$ cat src/common/io_pkg.sv
// I/O subsystem package with bus word, request, display types and register map
`default_nettype none

package io_pkg;

    // One word on the processor I/O bus
    typedef logic [31:0] scalar_t;

    // A single bus cycle's request from the processor side
    typedef struct packed {
        logic write_en;
        logic read_en;
        scalar_t address;
        scalar_t write_data;
    } io_request_t;

    // Everything shown on the board
    // Hex digits use active-low segments
    typedef struct packed {
        logic [17:0] red_led;
        logic [8:0] green_led;
        logic [6:0] hex3;
        logic [6:0] hex2;
        logic [6:0] hex1;
        logic [6:0] hex0;
    } display_t;

    // Display registers
    localparam scalar_t RED_LED_ADDR = 32'h00;
    localparam scalar_t GREEN_LED_ADDR = 32'h04;
    localparam scalar_t HEX0_ADDR = 32'h08;
    localparam scalar_t HEX1_ADDR = 32'h0c;
    localparam scalar_t HEX2_ADDR = 32'h10;
    localparam scalar_t HEX3_ADDR = 32'h14;

    // UART transmitter
    localparam scalar_t UART_STATUS_ADDR = 32'h40;
    localparam scalar_t UART_DATA_ADDR = 32'h48;

    // Interval timer
    localparam scalar_t TIMER_RELOAD_ADDR = 32'h100;
    localparam scalar_t TIMER_COUNT_ADDR = 32'h104;

endpackage

`default_nettype wire
$ cat src/hw/io_subsystem_top.sv
// I/O subsystem top level joining the bus decoder, interval timer and UART transmitter
`timescale 1ns/1ps
`default_nettype none

module io_subsystem_top #(
    parameter int CLOCKS_PER_BIT = 8
)(
    input wire clk,
    input wire reset,
    input io_pkg::io_request_t io_req,
    output io_pkg::scalar_t read_data,
    output io_pkg::display_t display,
    output logic uart_tx,
    output logic timer_int
);
    import io_pkg::*;

    scalar_t uart_read_data;
    scalar_t timer_read_data;

    // UART transmit path
    logic baud_run;
    logic bit_tick;
    logic load;
    logic [7:0] tx_byte;
    logic shift;

    io_bus_decoder io_bus_decoder0(
        .clk(clk),
        .reset(reset),
        .io_req(io_req),
        .uart_read_data(uart_read_data),
        .timer_read_data(timer_read_data),
        .display(display),
        .read_data(read_data)
    );

    interval_timer interval_timer0(
        .clk(clk),
        .reset(reset),
        .io_req(io_req),
        .read_data(timer_read_data),
        .timer_int(timer_int)
    );

    uart_tx_ctrl uart_tx_ctrl0(
        .clk(clk),
        .reset(reset),
        .io_req(io_req),
        .bit_tick(bit_tick),
        .baud_run(baud_run),
        .load(load),
        .tx_byte(tx_byte),
        .shift(shift),
        .read_data(uart_read_data)
    );

    uart_baud_timer #(
        .CLOCKS_PER_BIT(CLOCKS_PER_BIT)
    ) uart_baud_timer0(
        .clk(clk),
        .reset(reset),
        .baud_run(baud_run),
        .bit_tick(bit_tick)
    );

    uart_tx_shift uart_tx_shift0(
        .clk(clk),
        .reset(reset),
        .load(load),
        .tx_byte(tx_byte),
        .shift(shift),
        .uart_tx(uart_tx)
    );

endmodule

`default_nettype wire

$ cat src/hw/io_bus_decoder.sv
// I/O bus decoder holding the board display registers and the read-data select
`timescale 1ns/1ps
`default_nettype none

module io_bus_decoder(
    input wire clk,
    input wire reset,
    input io_pkg::io_request_t io_req,
    input io_pkg::scalar_t uart_read_data,
    input io_pkg::scalar_t timer_read_data,
    output io_pkg::display_t display,
    output io_pkg::scalar_t read_data
);
    import io_pkg::*;

    typedef enum logic {
        SRC_UART,
        SRC_TIMER
    } read_source_t;

    // All segments off
    localparam logic [6:0] HEX_BLANK = 7'h7f;

    read_source_t read_source;

    // Display registers, each masked to its field width
    always_ff @(posedge clk, posedge reset)
    begin
        if (reset)
        begin
            display.red_led <= '0;
            display.green_led <= '0;
            display.hex0 <= HEX_BLANK;
            display.hex1 <= HEX_BLANK;
            display.hex2 <= HEX_BLANK;
            display.hex3 <= HEX_BLANK;
        end
        else if (io_req.write_en)
        begin
            case (io_req.address)
                RED_LED_ADDR:
                    display.red_led <= io_req.write_data[17:0];
                GREEN_LED_ADDR:
                    display.green_led <= io_req.write_data[8:0];
                HEX0_ADDR:
                    display.hex0 <= io_req.write_data[6:0];
                HEX1_ADDR:
                    display.hex1 <= io_req.write_data[6:0];
                HEX2_ADDR:
                    display.hex2 <= io_req.write_data[6:0];
                HEX3_ADDR:
                    display.hex3 <= io_req.write_data[6:0];
                default:
                    ;
            endcase
        end
    end

    // Latch the source on every cycle so the data is ready one cycle after the address
    always_ff @(posedge clk, posedge reset)
    begin
        if (reset)
            read_source <= SRC_UART;
        else
        begin
            case (io_req.address[31:4])
                UART_STATUS_ADDR[31:4]:
                    read_source <= SRC_UART;
                TIMER_COUNT_ADDR[31:4]:
                    read_source <= SRC_TIMER;
                // Unmapped space reads back the UART status
                default:
                    read_source <= SRC_UART;
            endcase
        end
    end

    always_comb
    begin
        case (read_source)
            SRC_TIMER:
                read_data = timer_read_data;
            default:
                read_data = uart_read_data;
        endcase
    end

endmodule

`default_nettype wire

$ cat src/hw/interval_timer.sv
// Interval timer that counts down from a reload value and pulses an interrupt at zero
`timescale 1ns/1ps
`default_nettype none

module interval_timer(
    input wire clk,
    input wire reset,
    input io_pkg::io_request_t io_req,
    output io_pkg::scalar_t read_data,
    output logic timer_int
);
    import io_pkg::*;

    scalar_t reload_value;
    scalar_t count;
    logic running;
    logic reload_write;

    assign reload_write = io_req.write_en && io_req.address == TIMER_RELOAD_ADDR;

    always_ff @(posedge clk)
    begin
        if (reload_write)
            reload_value <= io_req.write_data;
    end

    always_ff @(posedge clk, posedge reset)
    begin
        if (reset)
        begin
            running <= 1'b0;
            count <= '0;
        end
        else if (reload_write)
        begin
            // Zero reload parks the counter
            running <= io_req.write_data != '0;
            count <= io_req.write_data;
        end
        else if (running)
        begin
            if (count == '0)
                count <= reload_value;
            else
                count <= count - 1'b1;
        end
    end

    // One cycle at zero, so the period is reload + 1
    assign timer_int = running && count == '0;

    assign read_data = count;

endmodule

`default_nettype wire

$ cat src/hw/uart/uart_tx_ctrl.sv
// UART transmit controller that sequences one frame per data write and reports busy
`timescale 1ns/1ps
`default_nettype none

module uart_tx_ctrl(
    input wire clk,
    input wire reset,
    input io_pkg::io_request_t io_req,
    input logic bit_tick,
    output logic baud_run,
    output logic load,
    output logic [7:0] tx_byte,
    output logic shift,
    output io_pkg::scalar_t read_data
);
    import io_pkg::*;

    // Start, eight data bits, stop
    localparam int FRAME_BITS = 10;

    typedef enum logic {
        TX_IDLE,
        TX_SENDING
    } tx_state_t;

    tx_state_t state;
    logic [3:0] bit_count;
    logic busy;
    logic last_bit;

    assign busy = state == TX_SENDING;
    assign last_bit = bit_count == 4'(FRAME_BITS - 1);

    // Writes while a frame is in flight are dropped
    assign load = !busy && io_req.write_en && io_req.address == UART_DATA_ADDR;
    assign tx_byte = io_req.write_data[7:0];

    assign baud_run = busy;
    assign shift = busy && bit_tick;

    always_ff @(posedge clk, posedge reset)
    begin
        if (reset)
        begin
            state <= TX_IDLE;
            bit_count <= '0;
        end
        else
        begin
            case (state)
                TX_IDLE:
                begin
                    if (load)
                    begin
                        state <= TX_SENDING;
                        bit_count <= '0;
                    end
                end

                TX_SENDING:
                begin
                    if (bit_tick)
                    begin
                        // Stop bit has run its full period
                        if (last_bit)
                            state <= TX_IDLE;
                        else
                            bit_count <= bit_count + 1'b1;
                    end
                end

                default:
                    state <= TX_IDLE;
            endcase
        end
    end

    // Status word, busy in bit 0
    assign read_data = {{31{1'b0}}, busy};

endmodule

`default_nettype wire

$ cat src/hw/uart/uart_tx_shift.sv
// UART frame shift register that drives the serial transmit line
`timescale 1ns/1ps
`default_nettype none

module uart_tx_shift(
    input wire clk,
    input wire reset,
    input logic load,
    input logic [7:0] tx_byte,
    input logic shift,
    output logic uart_tx
);
    // Stop, data, start from high bit to low bit
    logic [9:0] frame;

    always_ff @(posedge clk, posedge reset)
    begin
        if (reset)
        begin
            // Line idles high
            frame <= '1;
        end
        else if (load)
        begin
            frame <= {1'b1, tx_byte, 1'b0};
        end
        else if (shift)
        begin
            // Ones fill behind the stop bit
            frame <= {1'b1, frame[9:1]};
        end
    end

    assign uart_tx = frame[0];

endmodule

`default_nettype wire

$ cat src/hw/uart/uart_baud_timer.sv
// Baud timer that gives one tick at the end of each serial bit period
`timescale 1ns/1ps
`default_nettype none

module uart_baud_timer #(
    parameter int CLOCKS_PER_BIT = 8
)(
    input wire clk,
    input wire reset,
    input logic baud_run,
    output logic bit_tick
);
    localparam int COUNT_WIDTH = $clog2(CLOCKS_PER_BIT);
    localparam logic [COUNT_WIDTH - 1:0] LAST_COUNT = COUNT_WIDTH'(CLOCKS_PER_BIT - 1);

    logic [COUNT_WIDTH - 1:0] clock_count;
    logic period_end;

    assign period_end = clock_count == LAST_COUNT;

    always_ff @(posedge clk, posedge reset)
    begin
        if (reset)
            clock_count <= '0;
        else if (!baud_run || period_end)
            clock_count <= '0;
        else
            clock_count <= clock_count + 1'b1;
    end

    // Counter starts at zero when run goes high, so the first tick
    // lands on the last cycle of the start bit
    assign bit_tick = baud_run && period_end;

endmodule

`default_nettype wire

$ cat config.mk
export PLATFORM = sky130hd
export DESIGN_NAME = io_subsystem_top
export DESIGN_NICKNAME = d
export VERILOG_FILES = /design/src/common/io_pkg.sv /design/src/hw/io_subsystem_top.sv /design/src/hw/io_bus_decoder.sv /design/src/hw/interval_timer.sv /design/src/hw/uart/uart_tx_ctrl.sv /design/src/hw/uart/uart_tx_shift.sv /design/src/hw/uart/uart_baud_timer.sv
export SDC_FILE = /design/constraint.sdc
export NUM_CORES = 1
export LEC_CHECK = 0
export ABC_AREA = 0
export BUFFER_PORTS_ARGS = -buffer_cell sky130_fd_sc_hd__buf_2
export CAP_MARGIN = 20
export CORE_MARGIN = 2
export CORE_UTILIZATION = 58
export DETAILED_ROUTE_END_ITERATION = 10
export PLACE_DENSITY = 0.93
export SETUP_SLACK_MARGIN = 0.4
export SYNTH_ARGS = -nofsm -noshare
export SYNTH_HDL_FRONTEND = slang
export SYNTH_SLANG_ARGS = --single-unit
$ cat constraint.sdc
create_clock -name clk -period 7.45 [get_ports clk]
set_input_delay 0.745 -clock clk [delete_from_list [all_inputs] [get_ports clk]]
set_output_delay 0.745 -clock clk [all_outputs]
set_load 0.01 [all_outputs]
==> Yosys cells after proc, flatten, opt, wreduce, memory -nomap -nowiden <==
Cells that the tools add are included.
{ "word_totals": {"register_bits": 139, "elab_cells": 67} }
{ "op_classes": {"add_sub_neg": 3, "n_eq_ne": 13, "muxes": 16, "bitwise_logic": 1, "n_reduce_logical": 20} }
{ "op_table": {"columns": ["cell", "count"], "rows": [
  ["$mux W32", 4],
  ["$eq A32 B4 Y1 const B", 2],
  ["$eq A32 B5 Y1 const B", 2],
  ["$logic_not A32 Y1", 2],
  ["$eq A32 B3 Y1 const B", 1],
  ["$eq A32 B7 Y1 const B", 1],
  ["$eq A32 B9 Y1 const B", 1],
  ["$reduce_bool A32 Y1", 1],
  ["$sub A32 B1 Y32 const B", 1],
  ["$eq A28 B5 Y1 const B", 1],
  ["$mux W10", 2],
  ["$mux W4", 3],
  ["$reduce_and A2 Y1", 6],
  ["$pmux W4 S2", 1],
  ["$logic_and A1 B1 Y1", 6],
  ["$add A4 B1 Y4 const B", 1],
  ["$eq A4 B4 Y1 const B", 1],
  ["$mux W1", 4],
  ["$ne A2 B2 Y1 const B", 2],
  ["$reduce_bool A2 Y1", 2],
  ["$add A3 B1 Y3 const B", 1],
  ["$eq A3 B3 Y1 const B", 1],
  ["$mux W3", 1],
  ["$reduce_and A3 Y1", 1],
  ["5 further kinds", 5]
]} }

==> Longest topological paths before layout <==
Gate-level depths: netlist of the first run.
{ "logic_depth": {"depth_word": 5, "ltp_mapped": 10} }

==> Cells and area by module <==
A second synthesis of the first run with hierarchy kept.
{ "unflattened": {"hier_cells": 681, "hier_area_um2": 7736.2} }
{ "modules_own_cells": {"columns": ["mod", "n_inst", "cells_per_inst", "area_per_inst_um2"], "rows": [
  ["interval_timer", 1, 369, 3746.1],
  ["io_bus_decoder", 1, 177, 2710.1],
  ["uart_tx_ctrl", 1, 87, 718.2],
  ["uart_tx_shift", 1, 38, 420.4],
  ["uart_baud_timer", 1, 10, 141.4]
]} }

==> Worst setup path before layout of the first run <==
OpenSTA, ideal clock, no wires.
{ "synth_path": {"kind": "input port to flip-flop", "from": "input port io_req[62] in the netlist's numbering", "to": "register interval_timer0.reload_value[0] (enable)", "arrival_ps": 2948, "path_slack_ps": 4093, "cell_stages": 6, "cell_sequence": "nor4_1 -> nand4_1 -> nor2_1 -> nand4b_1 -> inv_1 -> clkbuf_1"} }
{ "synth_via": {"elab_chain_len": 2} }
{ "synth_lines": {"columns": ["item", "line_no", "text"], "rows": [
  ["from (decl)", "io_subsystem_top.sv:10", "input io_pkg::io_request_t io_req,"],
  ["$eq A32 B9 Y1", "interval_timer.sv:19", "assign reload_write = io_req.write_en && io_req.address == TIMER_RELOAD_ADDR;"],
  ["$logic_and A1 B1 Y1", "interval_timer.sv:19", null],
  ["via interval_timer0.reload_write", "interval_timer.sv:17", "logic reload_write;"],
  ["to (signal assigned)", "interval_timer.sv:24", "reload_value <= io_req.write_data;"],
  ["to (decl)", "interval_timer.sv:14", "scalar_t reload_value;"]
]} }
The timed path passes the listed nets, and every way through them passes these cells.
A chain may end at the register's enable or synchronous reset.

==> Final worst setup path of the first run <==
{ "layout_path": {"from": "register interval_timer0.count[5] (netlist: interval_timer0.read_data[5])", "to": "output port timer_int"} }
{ "layout_via": {"elab_chain_len": 2} }
{ "layout_lines": {"columns": ["item", "line_no", "text"], "rows": [
  ["from (decl)", "interval_timer.sv:15", "scalar_t count;"],
  ["from (signal assigned)", "interval_timer.sv:38", "count <= io_req.write_data;"],
  ["from (signal assigned)", "interval_timer.sv:43", "count <= reload_value;"],
  ["from (signal assigned)", "interval_timer.sv:45", "count <= count - 1'b1;"],
  ["$logic_not A32 Y1", "interval_timer.sv:50", "assign timer_int = running && count == '0;"],
  ["$logic_and A1 B1 Y1", "interval_timer.sv:50", null],
  ["to (decl)", "io_subsystem_top.sv:14", "output logic timer_int"]
]} }
No other way between the ends.

==> results of run 1 <==
==> per-stage QoR <==
step | total power [W] | hold WS [ps]
after global placement | 0.000835 | 424
final | 0.00160 | 347
after CTS | 0.00161 | 356
after floorplan | 0.000805 | 414
after global routing | 0.00165 | 370
after detailed placement | 0.000837 | 449
==> metal layers <==
layer	wire length, um	track usage	up-vias	part of all wire
met1	7090	0.372	2733	0.39
met5	0	0	-	0
met2	8860	0.477	314	0.49
met3	1740	0.0974	32	0.097
li1	-	-	2507	-
met4	299	0.0930	0	0.017
==> cells by family (layout without fill, tap and decap cells) <==
| kind of cell | count (synthesis) | count (layout) | share of synthesized area |
|---|---|---|---|
| AO/OA/AOI/OAI | 103 | 103 | 0.103 |
| multiplexers | 61 | 61 | 0.102 |
| XOR/XNOR | 18 | 18 | 0.0234 |
| buffers and inverters | 51 | 204 | 0.0301 |
| AND/OR/NAND/NOR | 224 | 224 | 0.187 |
| flip-flops | 138 | 138 | 0.544 |
| adder cells (fa/ha/maj) | 6 | 6 | 0.0112 |
==> cell usage after synthesis (3+ instances only) <==
cell type / number / share of area
dfstp_2: 37 / 0.14
nor2_1: 45 / 0.025
dfrtp_1: 69 / 0.26
nor4_1: 28 / 0.026
or3_1: 5 / 0.0046
a31oi_1: 13 / 0.012
nor3b_1: 6 / 0.0067
ha_1: 6 / 0.011
a22oi_1: 6 / 0.0067
or4_1: 8 / 0.0089
o211ai_1: 13 / 0.015
xor2_1: 5 / 0.0065
nor3_1: 12 / 0.0089
nand2_1: 33 / 0.018
nand3b_1: 4 / 0.0045
a221oi_1: 3 / 0.0039
buf_2: 3 / 0.0022
o21a_1: 4 / 0.0045
mux2i_1: 4 / 0.0060
clkbuf_1: 33 / 0.018
inv_1: 10 / 0.0056
and2_1: 33 / 0.031
o31ai_1: 5 / 0.0056
mux2_2: 56 / 0.094
nand4_1: 7 / 0.0065
xnor2_1: 13 / 0.017
o21ai_0: 9 / 0.0067
a221o_1: 7 / 0.010
buf_1: 3 / 0.0017
edfxtp_1: 32 / 0.14
nand3_1: 8 / 0.0060
a21oi_1: 30 / 0.022
and3_1: 15 / 0.014
==> critical path, cell delays in order, from the launching register on <==
cell and delay (ps):
dfrtp_1 450, or4_1 710, or3_1 540, nor3_2 640, buf_2 260
==> power by group through the flow <==
stage          combinational [W]  sequential [W]  clock (W)
3_3_place_gp           0.0000467        0.000788          0
6_report               0.0000495        0.000775   0.000778
3_5_place_dp           0.0000491        0.000788          0
4_1_cts                0.0000495        0.000775   0.000782
2_1_floorplan          0.0000166        0.000788          0
5_1_grt                0.0000538        0.000774   0.000817
==> registers in the layout (all words and copies together), names as in the netlist <==
signal                        count
uart_tx_shift0.frame              9
interval_timer0.read_data        32
io_bus_decoder0.display          55
interval_timer0.reload_value     32
interval_timer0.running           1
uart_baud_timer0.clock_count      3
uart_tx_ctrl0.baud_run            1
io_bus_decoder0.read_source       1
uart_tx_ctrl0.bit_count           4
==> layout make-up <==
type / count / area, um2
repair buffers: 161 / 833
well taps: 143 / 179
clock buffers: 20 / 447
clock inverters: 12 / 88.8
fillers: 791 / 3240
flip-flops and latches: 138 / 3660
multi-input cells: 412 / 2870
inverters: 11 / 43.8
==> final timing paths <==
check                                                   to  depth (start not counted)
hold / removal               interval_timer0.read_data[20]                          2
setup / recovery                                 timer_int                          4
max in group asynchronous  uart_baud_timer0.clock_count[2]                          3
hold reg to reg            uart_baud_timer0.clock_count[0]                          1
setup reg to reg             interval_timer0.read_data[12]                          7
min in group clk           uart_baud_timer0.clock_count[0]                          1
==> qor.log, run 1 <==
INFO  detailed_routing drc=0
INFO  power_and_ir_drop p_sw=0.000373W
INFO  timing         finalMaxSlewViolations=0
INFO  logic_synthesis warnings_synthesis=0
INFO  layout         final_standard_cell_utilization_of_the_core=0.715
INFO  logic_synthesis yosysSeqAreaShare=0.544
INFO  timing         setup_viol_count_final=0
INFO  detailed_routing drt.antenna.violating_nets=0
INFO  cts            ctsResizeCount=0
INFO  logic_synthesis asyncSetResetFlopFracSynth=0.768
INFO  layout         post_route_cells_drive_above_1_share=0.390
INFO  setup_path     worst-setup-path-type=flip-flop to output pin
INFO  detailed_routing initialDrtViolationCount=661
INFO  layout         mostFrequentLayoutCells=buf_2 (155), dfrtp_1 (69), mux2_2 (56), nor2_1 (45), dfstp_2 (37)
INFO  timing         grt_setup_unrepaired=no
INFO  power_and_ir_drop vdd_ir_drop_max=0.000221V
INFO  placed_design  place_inst=864
INFO  timing         clock_skew=11.7ps
INFO  power_and_ir_drop cellPowerDensity=197nW/um2
INFO  run            max_cap_viol_count=0
INFO  floorplan      x_dimension_of_the_die=112um
INFO  logic_synthesis synth_edf_count=32
INFO  setup_path     r2r_slack=4160ps
INFO  logic_synthesis synth_area=6730um2
INFO  cts            tritoncts=yes
INFO  detailed_routing drt_wl_total=18000um
INFO  placed_design  post_place_setup_slack=3960ps
INFO  layout         area_added_between_synthesis_and_finish=20.8%
INFO  grt            global_router_s_overall_resource_usage=0.292
INFO  setup_path     worst-path-max-fanout=11
INFO  floorplan      ios=157
INFO  power_and_ir_drop intPower=0.00123W
INFO  grt            grt_pass1_wl=29000um
INFO  placed_design  half_perimeter_wire_length_after_detailed_placement=11700um
INFO  cts            clock_insertion_delay_worst_skew=430ps
INFO  detailed_routing dr.pass1.iters=5
INFO  detailed_routing post_drt_wl_per_cell=20.0um
INFO  cts            clock_sinks=138
INFO  min_path       holdCritPathClass=primary input to async pin
INFO  cts            cts_root_buf=clkbuf_16
INFO  floorplan      die_y=112um
INFO  timing         period_share=0.505
INFO  grt            grt_overflow=0
INFO  floorplan      core.rowCount=39
INFO  cts            post_cts_hold_buffer_count=0
INFO  logic_synthesis post_synth_inst_count=601
INFO  setup_path     cp-end-kind=output pin
INFO  logic_synthesis synth_flop_cell=dfrtp_1
INFO  cts            clock_tree.buffer_depth=2
INFO  grt            first_global_vias=5585
INFO  timing         slew-limit-headroom=0.288
INFO  layout         post_layout_net_count=815
INFO  placed_design  placed_area=7570um2
INFO  setup_path     critical_path_required=6700ps
INFO  setup_path     beginning_of_the_critical_path=interval_timer0.read_data[5]
INFO  timing         final_period_minus_worst_setup_slack=3760ps
INFO  logic_synthesis synth_area_per_cell=11.2um2
INFO  power_and_ir_drop clkPwrFrac=0.485
INFO  setup_path     critical_path.startpoint_type=flip-flop
INFO  cts            cts_made_buffers=17
INFO  floorplan      core_area=11400um2
INFO  layout         finish.instance_area=8130um2
INFO  cts            clock_pin_slew_worst_setup_and_hold_paths=60ps
INFO  grt            grt_max_degree=72
INFO  power_and_ir_drop leak_pwr=3.62nW
INFO  detailed_routing dr_total_vias=5586
INFO  power_and_ir_drop power_frac_seq=0.484
INFO  power_and_ir_drop power.combinational.fraction=0.031
INFO  power_and_ir_drop power.switching_fraction=0.233
INFO  setup_path     timing.rr.start=interval_timer0.read_data[5]
INFO  timing         worstMarginPinSlew=1060ps
INFO  grt            initial_antenna_violation_count=0
INFO  logic_synthesis postSynthNetCount=675
INFO  layout         num_antenna_cells=0
INFO  logic_synthesis yosys_register_bits=138
INFO  timing         timing.final.ws_setup=3690ps
INFO  timing         max_freq=0.266GHz
INFO  cts            post-cts-setup-buffer-count=0
INFO  placed_design  globalplace.congestion=0.912
INFO  floorplan      starting_density=0.592
INFO  floorplan      die_area=12500um2
INFO  detailed_routing via_density_per_instance=6.23
INFO  logic_synthesis ys_types=59
INFO  setup_path     cp_data_arrival_time=3020ps
INFO  cts            h-tree-depth=4
INFO  timing         final_hold_violations=0
INFO  layout         finalNonFillerCells=897
INFO  layout         mostFrequentLayoutCell=buf_2
INFO  timing         tns=0ps
INFO  outcome        status=complete, no violations
INFO  placed_design  placement.io_buffers=155
Note: power is estimated with default switching activity, not from simulation.
==> inputs of run 2 (changes only) <==
--- a/config.mk
+++ b/config.mk
@@ -9,9 +9,9 @@
 export BUFFER_PORTS_ARGS = -buffer_cell sky130_fd_sc_hd__buf_2
 export CAP_MARGIN = 20
 export CORE_MARGIN = 2
-export CORE_UTILIZATION = 58
+export CORE_UTILIZATION = 49
 export DETAILED_ROUTE_END_ITERATION = 10
-export PLACE_DENSITY = 0.93
+export PLACE_DENSITY = 0.85
 export SETUP_SLACK_MARGIN = 0.4
 export SYNTH_ARGS = -nofsm -noshare
 export SYNTH_HDL_FRONTEND = slang
==> constraint.sdc (replaced) <==
create_clock -name clk -period 3.1 [get_ports clk]
set_input_delay 0.31 -clock clk [delete_from_list [all_inputs] [get_ports clk]]
set_output_delay 0.31 -clock clk [all_outputs]
set_load 0.01 [all_outputs]
==> run 2 against run 1 <==
Power grew to 2.5 times the previous value; hold slack worse by 240 ps; global-route usage is 4.0 points lower; clock power grew to 2.7 times the previous value; count of clock-buffer cells in the layout is 4 higher.
==> qor.log, run 2 (synthesis results as in run 1) <==
INFO  run            max_cap_viol_count=0 [unchanged]
INFO  timing         final_period_minus_worst_setup_slack=2660ps
INFO  timing         worst_hold_slack=104ps [-243 ps]
INFO  timing         tns=0ps [unchanged]
INFO  cts            clock_tree.buffer_depth=2 [unchanged]
INFO  power_and_ir_drop power.switching_fraction=0.208 [-0.0246]
INFO  cts            cts_made_buffers=17 [unchanged]
INFO  power_and_ir_drop power_frac_seq=0.457 [-0.027]
INFO  timing         max_freq=0.376GHz
INFO  placed_design  globalplace.congestion=0.927 [+1.7%]
INFO  grt            global_router_s_overall_resource_usage=0.253 [-0.0395]
INFO  power_and_ir_drop vdd_ir_drop_max=0.000429V [+94%]
INFO  cts            clock_sinks=138 [unchanged]
INFO  setup_path     critical_path_required=2790ps [-3910 ps]
INFO  floorplan      ios=157 [unchanged]
INFO  grt            grt_overflow=0 [unchanged]
INFO  layout         area_added_between_synthesis_and_finish=28.0%
INFO  min_path       holdCritPathClass=primary input to flip-flop
INFO  cts            h-tree-depth=4 [unchanged]
INFO  cts            clock_pin_slew_worst_setup_and_hold_paths=60ps [about the same]
INFO  layout         max_flop_register=io_bus_decoder0.display
INFO  detailed_routing via_density_per_instance=5.87 [-5.7%]
INFO  power_and_ir_drop p_sw=0.000850W [+130%]
INFO  layout         post_route_cells_drive_above_1_share=0.440 [+0.0497]
INFO  setup_path     cp-end-kind=output pin
INFO  outcome        status=complete, no violations
INFO  setup_path     cp_data_arrival_time=2350ps [-670 ps]
INFO  placed_design  placement.io_buffers=155 [unchanged]
INFO  timing         finalMaxSlewViolations=0 [unchanged]
INFO  power_and_ir_drop power.combinational.fraction=0.030 [about the same]
INFO  floorplan      die_y=121um [+8.5%]
INFO  detailed_routing initialDrtViolationCount=594 [-10%]
INFO  detailed_routing dr.pass1.iters=6 [+1]
INFO  floorplan      x_dimension_of_the_die=121um [+8.5%]
INFO  timing         clock_skew=9.79ps [-1.92 ps]
INFO  detailed_routing post_drt_wl_per_cell=18.9um [-5.6%]
INFO  grt            initial_antenna_violation_count=0 [unchanged]
INFO  setup_path     critical_path.startpoint_type=flip-flop
INFO  layout         mostFrequentLayoutCell=buf_2
INFO  floorplan      core_area=13300um2 [+17%]
INFO  detailed_routing drt.antenna.violating_nets=0 [unchanged]
INFO  power_and_ir_drop cellPowerDensity=473nW/um2 [+140%]
INFO  power_and_ir_drop intPower=0.00323W [+160%]
INFO  grt            grt_pass1_wl=28200um [-2.8%]
INFO  timing         slew-limit-headroom=0.529 [+0.241]
INFO  cts            clock_insertion_delay_worst_skew=420ps [about the same]
INFO  placed_design  half_perimeter_wire_length_after_detailed_placement=12000um [+2.7%]
INFO  power_and_ir_drop leak_pwr=3.84nW [+6.3%]
INFO  layout         final_standard_cell_utilization_of_the_core=0.645 [-0.0693]
INFO  grt            grt_max_degree=37 [-49%]
INFO  detailed_routing dr_total_vias=5657 [+1.3%]
INFO  setup_path     worst-path-max-fanout=10 [-1]
INFO  timing         worstMarginPinSlew=704ps [-355 ps]
INFO  floorplan      starting_density=0.504 [-0.0877]
INFO  layout         mostFrequentLayoutCells=buf_2 (155), dfrtp_1 (64), mux2_2 (56), nor2_1 (45), dfstp_2 (37)
INFO  cts            cts_root_buf=clkbuf_16
INFO  cts            tritoncts=yes
INFO  floorplan      core.rowCount=42 [+7.7%]
INFO  setup_path     worst-setup-path-type=flip-flop to output pin
INFO  timing         grt_setup_unrepaired=yes
INFO  timing         period_share=0.858
INFO  grt            first_global_vias=5285 [-5.4%]
INFO  layout         fill_cells=1013 [+28%]
INFO  detailed_routing drt_wl_total=18200um [+1.4%]
INFO  layout         max_reg_flops=55 [unchanged]
INFO  timing         final_hold_violations=0 [unchanged]
INFO  detailed_routing drc=0 [unchanged]
INFO  timing         setup_viol_count_final=0 [unchanged]
INFO  layout         num_antenna_cells=0 [unchanged]
INFO  power_and_ir_drop clkPwrFrac=0.513 [+0.028]
INFO  layout         post_layout_net_count=848 [+4.0%]
INFO  floorplan      die_area=14700um2 [+18%]
==> run 2: changes by cell type in the layout (fill, tap and decap cells not counted), moves of 4 or more <==
cell     delta
dfrtp_1     -5
or4_1       -4
buf_4      +28
or4_4       +4
dfrtp_2     +5
==> run 2: path summary, 6_finish.rpt <==
kind	from	endpoint	slack, ps	depth (start not counted)
max in group asynchronous	reset	io_bus_decoder0.display[13]	1800	4
worst min register to register	uart_baud_timer0.clock_count[0]	uart_baud_timer0.clock_count[0]	460	1
worst max register to register	interval_timer0.read_data[5]	interval_timer0.read_data[17]	450	7
worst min-delay path	io_req[19]	interval_timer0.reload_value[19]	100	1
worst max-delay path	interval_timer0.read_data[5]	timer_int	440	6
min in group asynchronous	reset	uart_tx_ctrl0.bit_count[3]	520	3
==> run 2: power by group through the flow <==
stage | clock (W) | combinational, W | sequential (W)
3_5_place_dp | 0 | 0.000123 | 0.00189
3_3_place_gp | 0 | 0.000122 | 0.00189
2_1_floorplan | 0 | 0.0000402 | 0.00189
4_1_cts | 0.00212 | 0.000125 | 0.00186
6_report | 0.00209 | 0.000124 | 0.00186
5_1_grt | 0.00220 | 0.000137 | 0.00186
==> run 2: cell type report <==
type	count	area, um2	area share
repair buffers	194	1110	0.129
multi-input cells	412	2950	0.343
clock buffers	24	514	0.0597
well taps	176	220	0.0256
clock inverters	8	104	0.0121
inverters	11	45.0	0.00523
flip-flops and latches	138	3670	0.426
==> run 2: worst max-delay path: stages, from the launching register on <==
cell and delay, ps:
dfrtp_2 450, or4_4 550, or3_4 350, buf_4 190
nor3_4 140, buf_6 130, buf_2 120
==> run 2: metrics by stage <==
stage | area (um2) | setup slack (ps) | power (W) | instances
5_1_grt | 8610 | 370 | 0.00420 | 963
3_3_place_gp | 7760 | 270 | 0.00202 | 914
4_1_cts | 8450 | 346 | 0.00410 | 950
6_report | 8610 | 440 | 0.00408 | 963
2_1_floorplan | 6730 | 437 | 0.00193 | 601
3_5_place_dp | 7760 | 237 | 0.00202 | 914
==> run 2: layer usage <==
metal  track usage  vias up  share of wire  wire length, um
met2         0.398      337           0.46             8470
met3        0.0822       41           0.10             1850
li1              -     2570              -                -
met4        0.0776        0          0.023              413
met1         0.335     2709           0.41             7500
met5             0        -              0                0
==> run 2: what timing repair did <==
item                                    in CTS  in global routing
buffers inserted                             3                 13
gates resized for setup                     10                 17
endpoints found under the setup margin      21                 20
hold buffers                                 1                  0
pin swaps                                    2                  8
hold endpoints to repair                     5                  0
==> inputs of run 3 (changes only) <==
--- a/config.mk
+++ b/config.mk
@@ -12,6 +12,7 @@
 export CORE_UTILIZATION = 49
 export DETAILED_ROUTE_END_ITERATION = 10
 export PLACE_DENSITY = 0.85
+export REMOVE_ABC_BUFFERS = 1
 export SETUP_SLACK_MARGIN = 0.4
 export SYNTH_ARGS = -nofsm -noshare
 export SYNTH_HDL_FRONTEND = slang
==> run 3 against run 2 <==
The run now ends with negative hold slack left; first-iteration DRC count down 3.0%; worst setup slack worse by 11 ps; clock skew about the same; clock power down 6%; critical endpoint unchanged.
==> qor.log, run 3 (synthesis results as in run 1) <==
INFO  setup_path     worst_r2r_path_depth=6 [-1]
INFO  placed_design  half_perimeter_wire_length_after_detailed_placement=11800um [-2.0%]
INFO  layout         max_reg_flops=55 [unchanged]
INFO  cts            clock_pin_slew_worst_setup_and_hold_paths=60ps [about the same]
INFO  floorplan      core.rowCount=42 [unchanged]
INFO  floorplan      core_area=13300um2 [unchanged]
INFO  timing         worstMarginPinSlew=728ps [+23.5 ps]
INFO  timing         finalMaxSlewViolations=0 [unchanged]
INFO  cts            clock_tree.buffer_depth=2 [unchanged]
INFO  outcome        failed_checks=negative hold slack
INFO  detailed_routing drt.antenna.violating_nets=0 [unchanged]
INFO  setup_path     critical_path_required=2790ps [about the same]
INFO  grt            grt_pass1_wl=28500um [+0.98%]
INFO  timing         tns=0ps [unchanged]
INFO  power_and_ir_drop leak_pwr=3.79nW [-1.3%]
INFO  floorplan      starting_density=0.504 [unchanged]
INFO  placed_design  post_place_setup_slack=241ps [+3.86 ps]
INFO  setup_path     critical_path_cell_by_cell=or4_4 > or3_4 > buf_6 > nor3_4 > buf_2
INFO  layout         multiInputGateArea=2950um2 [-0.13%]
INFO  layout         num_antenna_cells=0 [unchanged]
INFO  timing         max_freq=0.374GHz [-0.42%]
INFO  timing         worst_hold_slack=-3.95ps [-108 ps]
INFO  layout         max_flop_register=io_bus_decoder0.display
INFO  timing         setup_viol_count_final=0 [unchanged]
INFO  timing         grt_setup_unrepaired=yes
INFO  detailed_routing via_density_per_instance=5.82 [-0.86%]
INFO  layout         mostFrequentLayoutCells=buf_2 (155), dfrtp_1 (68), mux2_2 (56), nor2_1 (45), dfstp_2 (37)
INFO  cts            post_cts_hold_buffer_count=0 [-1]
INFO  power_and_ir_drop vdd_ir_drop_max=0.000518V [+21%]
INFO  detailed_routing dr_total_vias=5562 [-1.7%]
INFO  setup_path     path_buf_inv=2 [-1]
INFO  setup_path     critical-path-top-delay-family=simple AND/OR/NAND/NOR gates
INFO  layout         post_layout_net_count=840 [-0.94%]
INFO  setup_path     r2r_slack=470ps [+20 ps]
INFO  outcome        status=finished, violations left
INFO  cts            h-tree-depth=4 [unchanged]
INFO  cts            clock_sinks=138 [unchanged]
INFO  cts            clock_insertion_delay_worst_skew=420ps [about the same]
INFO  timing         clock_skew=9.48ps [-0.309 ps]
INFO  detailed_routing drc=0 [unchanged]
INFO  detailed_routing drt_wl_total=17700um [-2.7%]
INFO  layout         area_added_between_synthesis_and_finish=26.3%
INFO  cts            tritoncts=yes
INFO  layout         mostFrequentLayoutCell=buf_2
INFO  floorplan      die_area=14700um2 [unchanged]
INFO  timing         final_hold_violations=1 [+1]
INFO  timing         period_share=0.862 [+0.00363]
INFO  timing         final_period_minus_worst_setup_slack=2670ps [+11.2 ps]
INFO  detailed_routing dr.pass1.iters=5 [-1]
INFO  cts            cts_made_buffers=17 [unchanged]
INFO  setup_path     worst-path-max-fanout=10 [unchanged]
INFO  cts            cts_root_buf=clkbuf_16
INFO  placed_design  placement.io_buffers=155 [unchanged]
INFO  grt            first_global_vias=5513 [+4.3%]
INFO  power_and_ir_drop cellPowerDensity=464nW/um2 [-2.0%]
INFO  placed_design  globalplace.congestion=0.895 [-3.5%]
INFO  layout         post_route_cells_drive_above_1_share=0.430 [-0.00961]
INFO  detailed_routing post_drt_wl_per_cell=18.6um [-1.9%]
INFO  timing         slew-limit-headroom=0.515 [-0.0139]
INFO  setup_path     rr_endpoint=interval_timer0.read_data[30]
INFO  floorplan      x_dimension_of_the_die=121um [unchanged]
INFO  floorplan      ios=157 [unchanged]
INFO  setup_path     critical_path.max_stage_delay=570ps [+20 ps]
INFO  setup_path     worst-setup-path-type=flip-flop to output pin
INFO  run            max_cap_viol_count=0 [unchanged]
INFO  grt            grt_max_degree=63 [+70%]
INFO  grt            initial_antenna_violation_count=0 [unchanged]
INFO  layout         fill_cells=1005 [-0.79%]
INFO  setup_path     timing.rr.start=interval_timer0.read_data[6]
INFO  timing         timing.final.ws_setup=428ps [-11.2 ps]
INFO  detailed_routing initialDrtViolationCount=576 [-3.0%]
INFO  layout         seqCellArea=3660um2 [-0.14%]
INFO  grt            global_router_s_overall_resource_usage=0.251 [-0.00218]
INFO  floorplan      die_y=121um [unchanged]
INFO  setup_path     worst_path_max_delay_cell=or4_4
INFO  min_path       holdCritPathClass=primary input to async pin
INFO  setup_path     cp-end-kind=output pin
INFO  setup_path     cp_data_arrival_time=2360ps [about the same]
INFO  setup_path     critical_path.startpoint_type=flip-flop
INFO  grt            grt_overflow=0 [unchanged]
==> run 3: cell count changes in the layout (fill, tap and decap cells not counted), moves of 2 or more <==
cell	before	now
buf_4	33	26
dfrtp_1	64	68
dfrtp_2	5	1
inv_6	0	3
clkbuf_8	2	0
==> run 3: worst max-delay path by stage <==
stage | from | to | cells past startpoint | slack (ps)
2_1_floorplan | io_req[62] | interval_timer0.running | 7 | -510
3_3_place_gp | interval_timer0.read_data[10] | interval_timer0.read_data[12] | 7 | 300
3_5_place_dp | interval_timer0.read_data[10] | interval_timer0.read_data[12] | 7 | 240
4_1_cts | interval_timer0.read_data[11] | interval_timer0.read_data[17] | 7 | 400
5_1_grt | interval_timer0.read_data[6] | interval_timer0.read_data[17] | 7 | 340
6_report | interval_timer0.read_data[10] | timer_int | 5 | 430
==> run 3: report_power, final <==
group	total (W)	internal [W]	switching [W]	leakage, nW
sequential	0.00186	0.00186	0.0000000170	1.47
clock	0.00196	0.00116	0.000802	0.281
combinational	0.000119	0.0000387	0.0000799	2.04
total	0.00394	0.00306	0.000881	3.79
==> run 3: stage by stage <==
step	std cells	total power [W]	utilization	area (um2)
after detailed placement	912	0.00201	0.581	7750
after floorplan	561	0.00192	-	6570
after global placement	912	0.00201	0.581	7750
after CTS	947	0.00396	0.628	8380
final	955	0.00394	0.637	8500
after global routing	955	0.00405	0.637	8500
==> run 3: worst register-to-register path, delay by kind of cell (launching register included) <==
kind                   cells  cell delay, ps
AND/OR/NAND/NOR            4            1670
flip-flops                 1             430
buffers and inverters      1             190
AO/OA/AOI/OAI              1             230
==> run 3: repair_timing <==
action                     CTS  global route
setup endpoints to repair   15            19
pin swaps                    1             8
gates resized for setup      9            15
buffers inserted             3             8
==> run 3: cell type report <==
| cell class | count | area share |
|---|---|---|
| clock buffer | 20 | 0.0539 |
| timing repair buffer | 186 | 0.124 |
| clock inverter | 12 | 0.0133 |
| multi-input combinational | 412 | 0.347 |
| tap | 176 | 0.0259 |
| sequential | 138 | 0.431 |
| inverter | 11 | 0.00515 |
==> run 3: per-layer routing <==
layer | vias to the layer above | wire, um | global-route usage
li1 | 2547 | - | -
met1 | 2715 | 7440 | 0.322
met2 | 267 | 8410 | 0.402
met3 | 33 | 1550 | 0.0827
met4 | 0 | 342 | 0.0833
met5 | - | 0 | 0
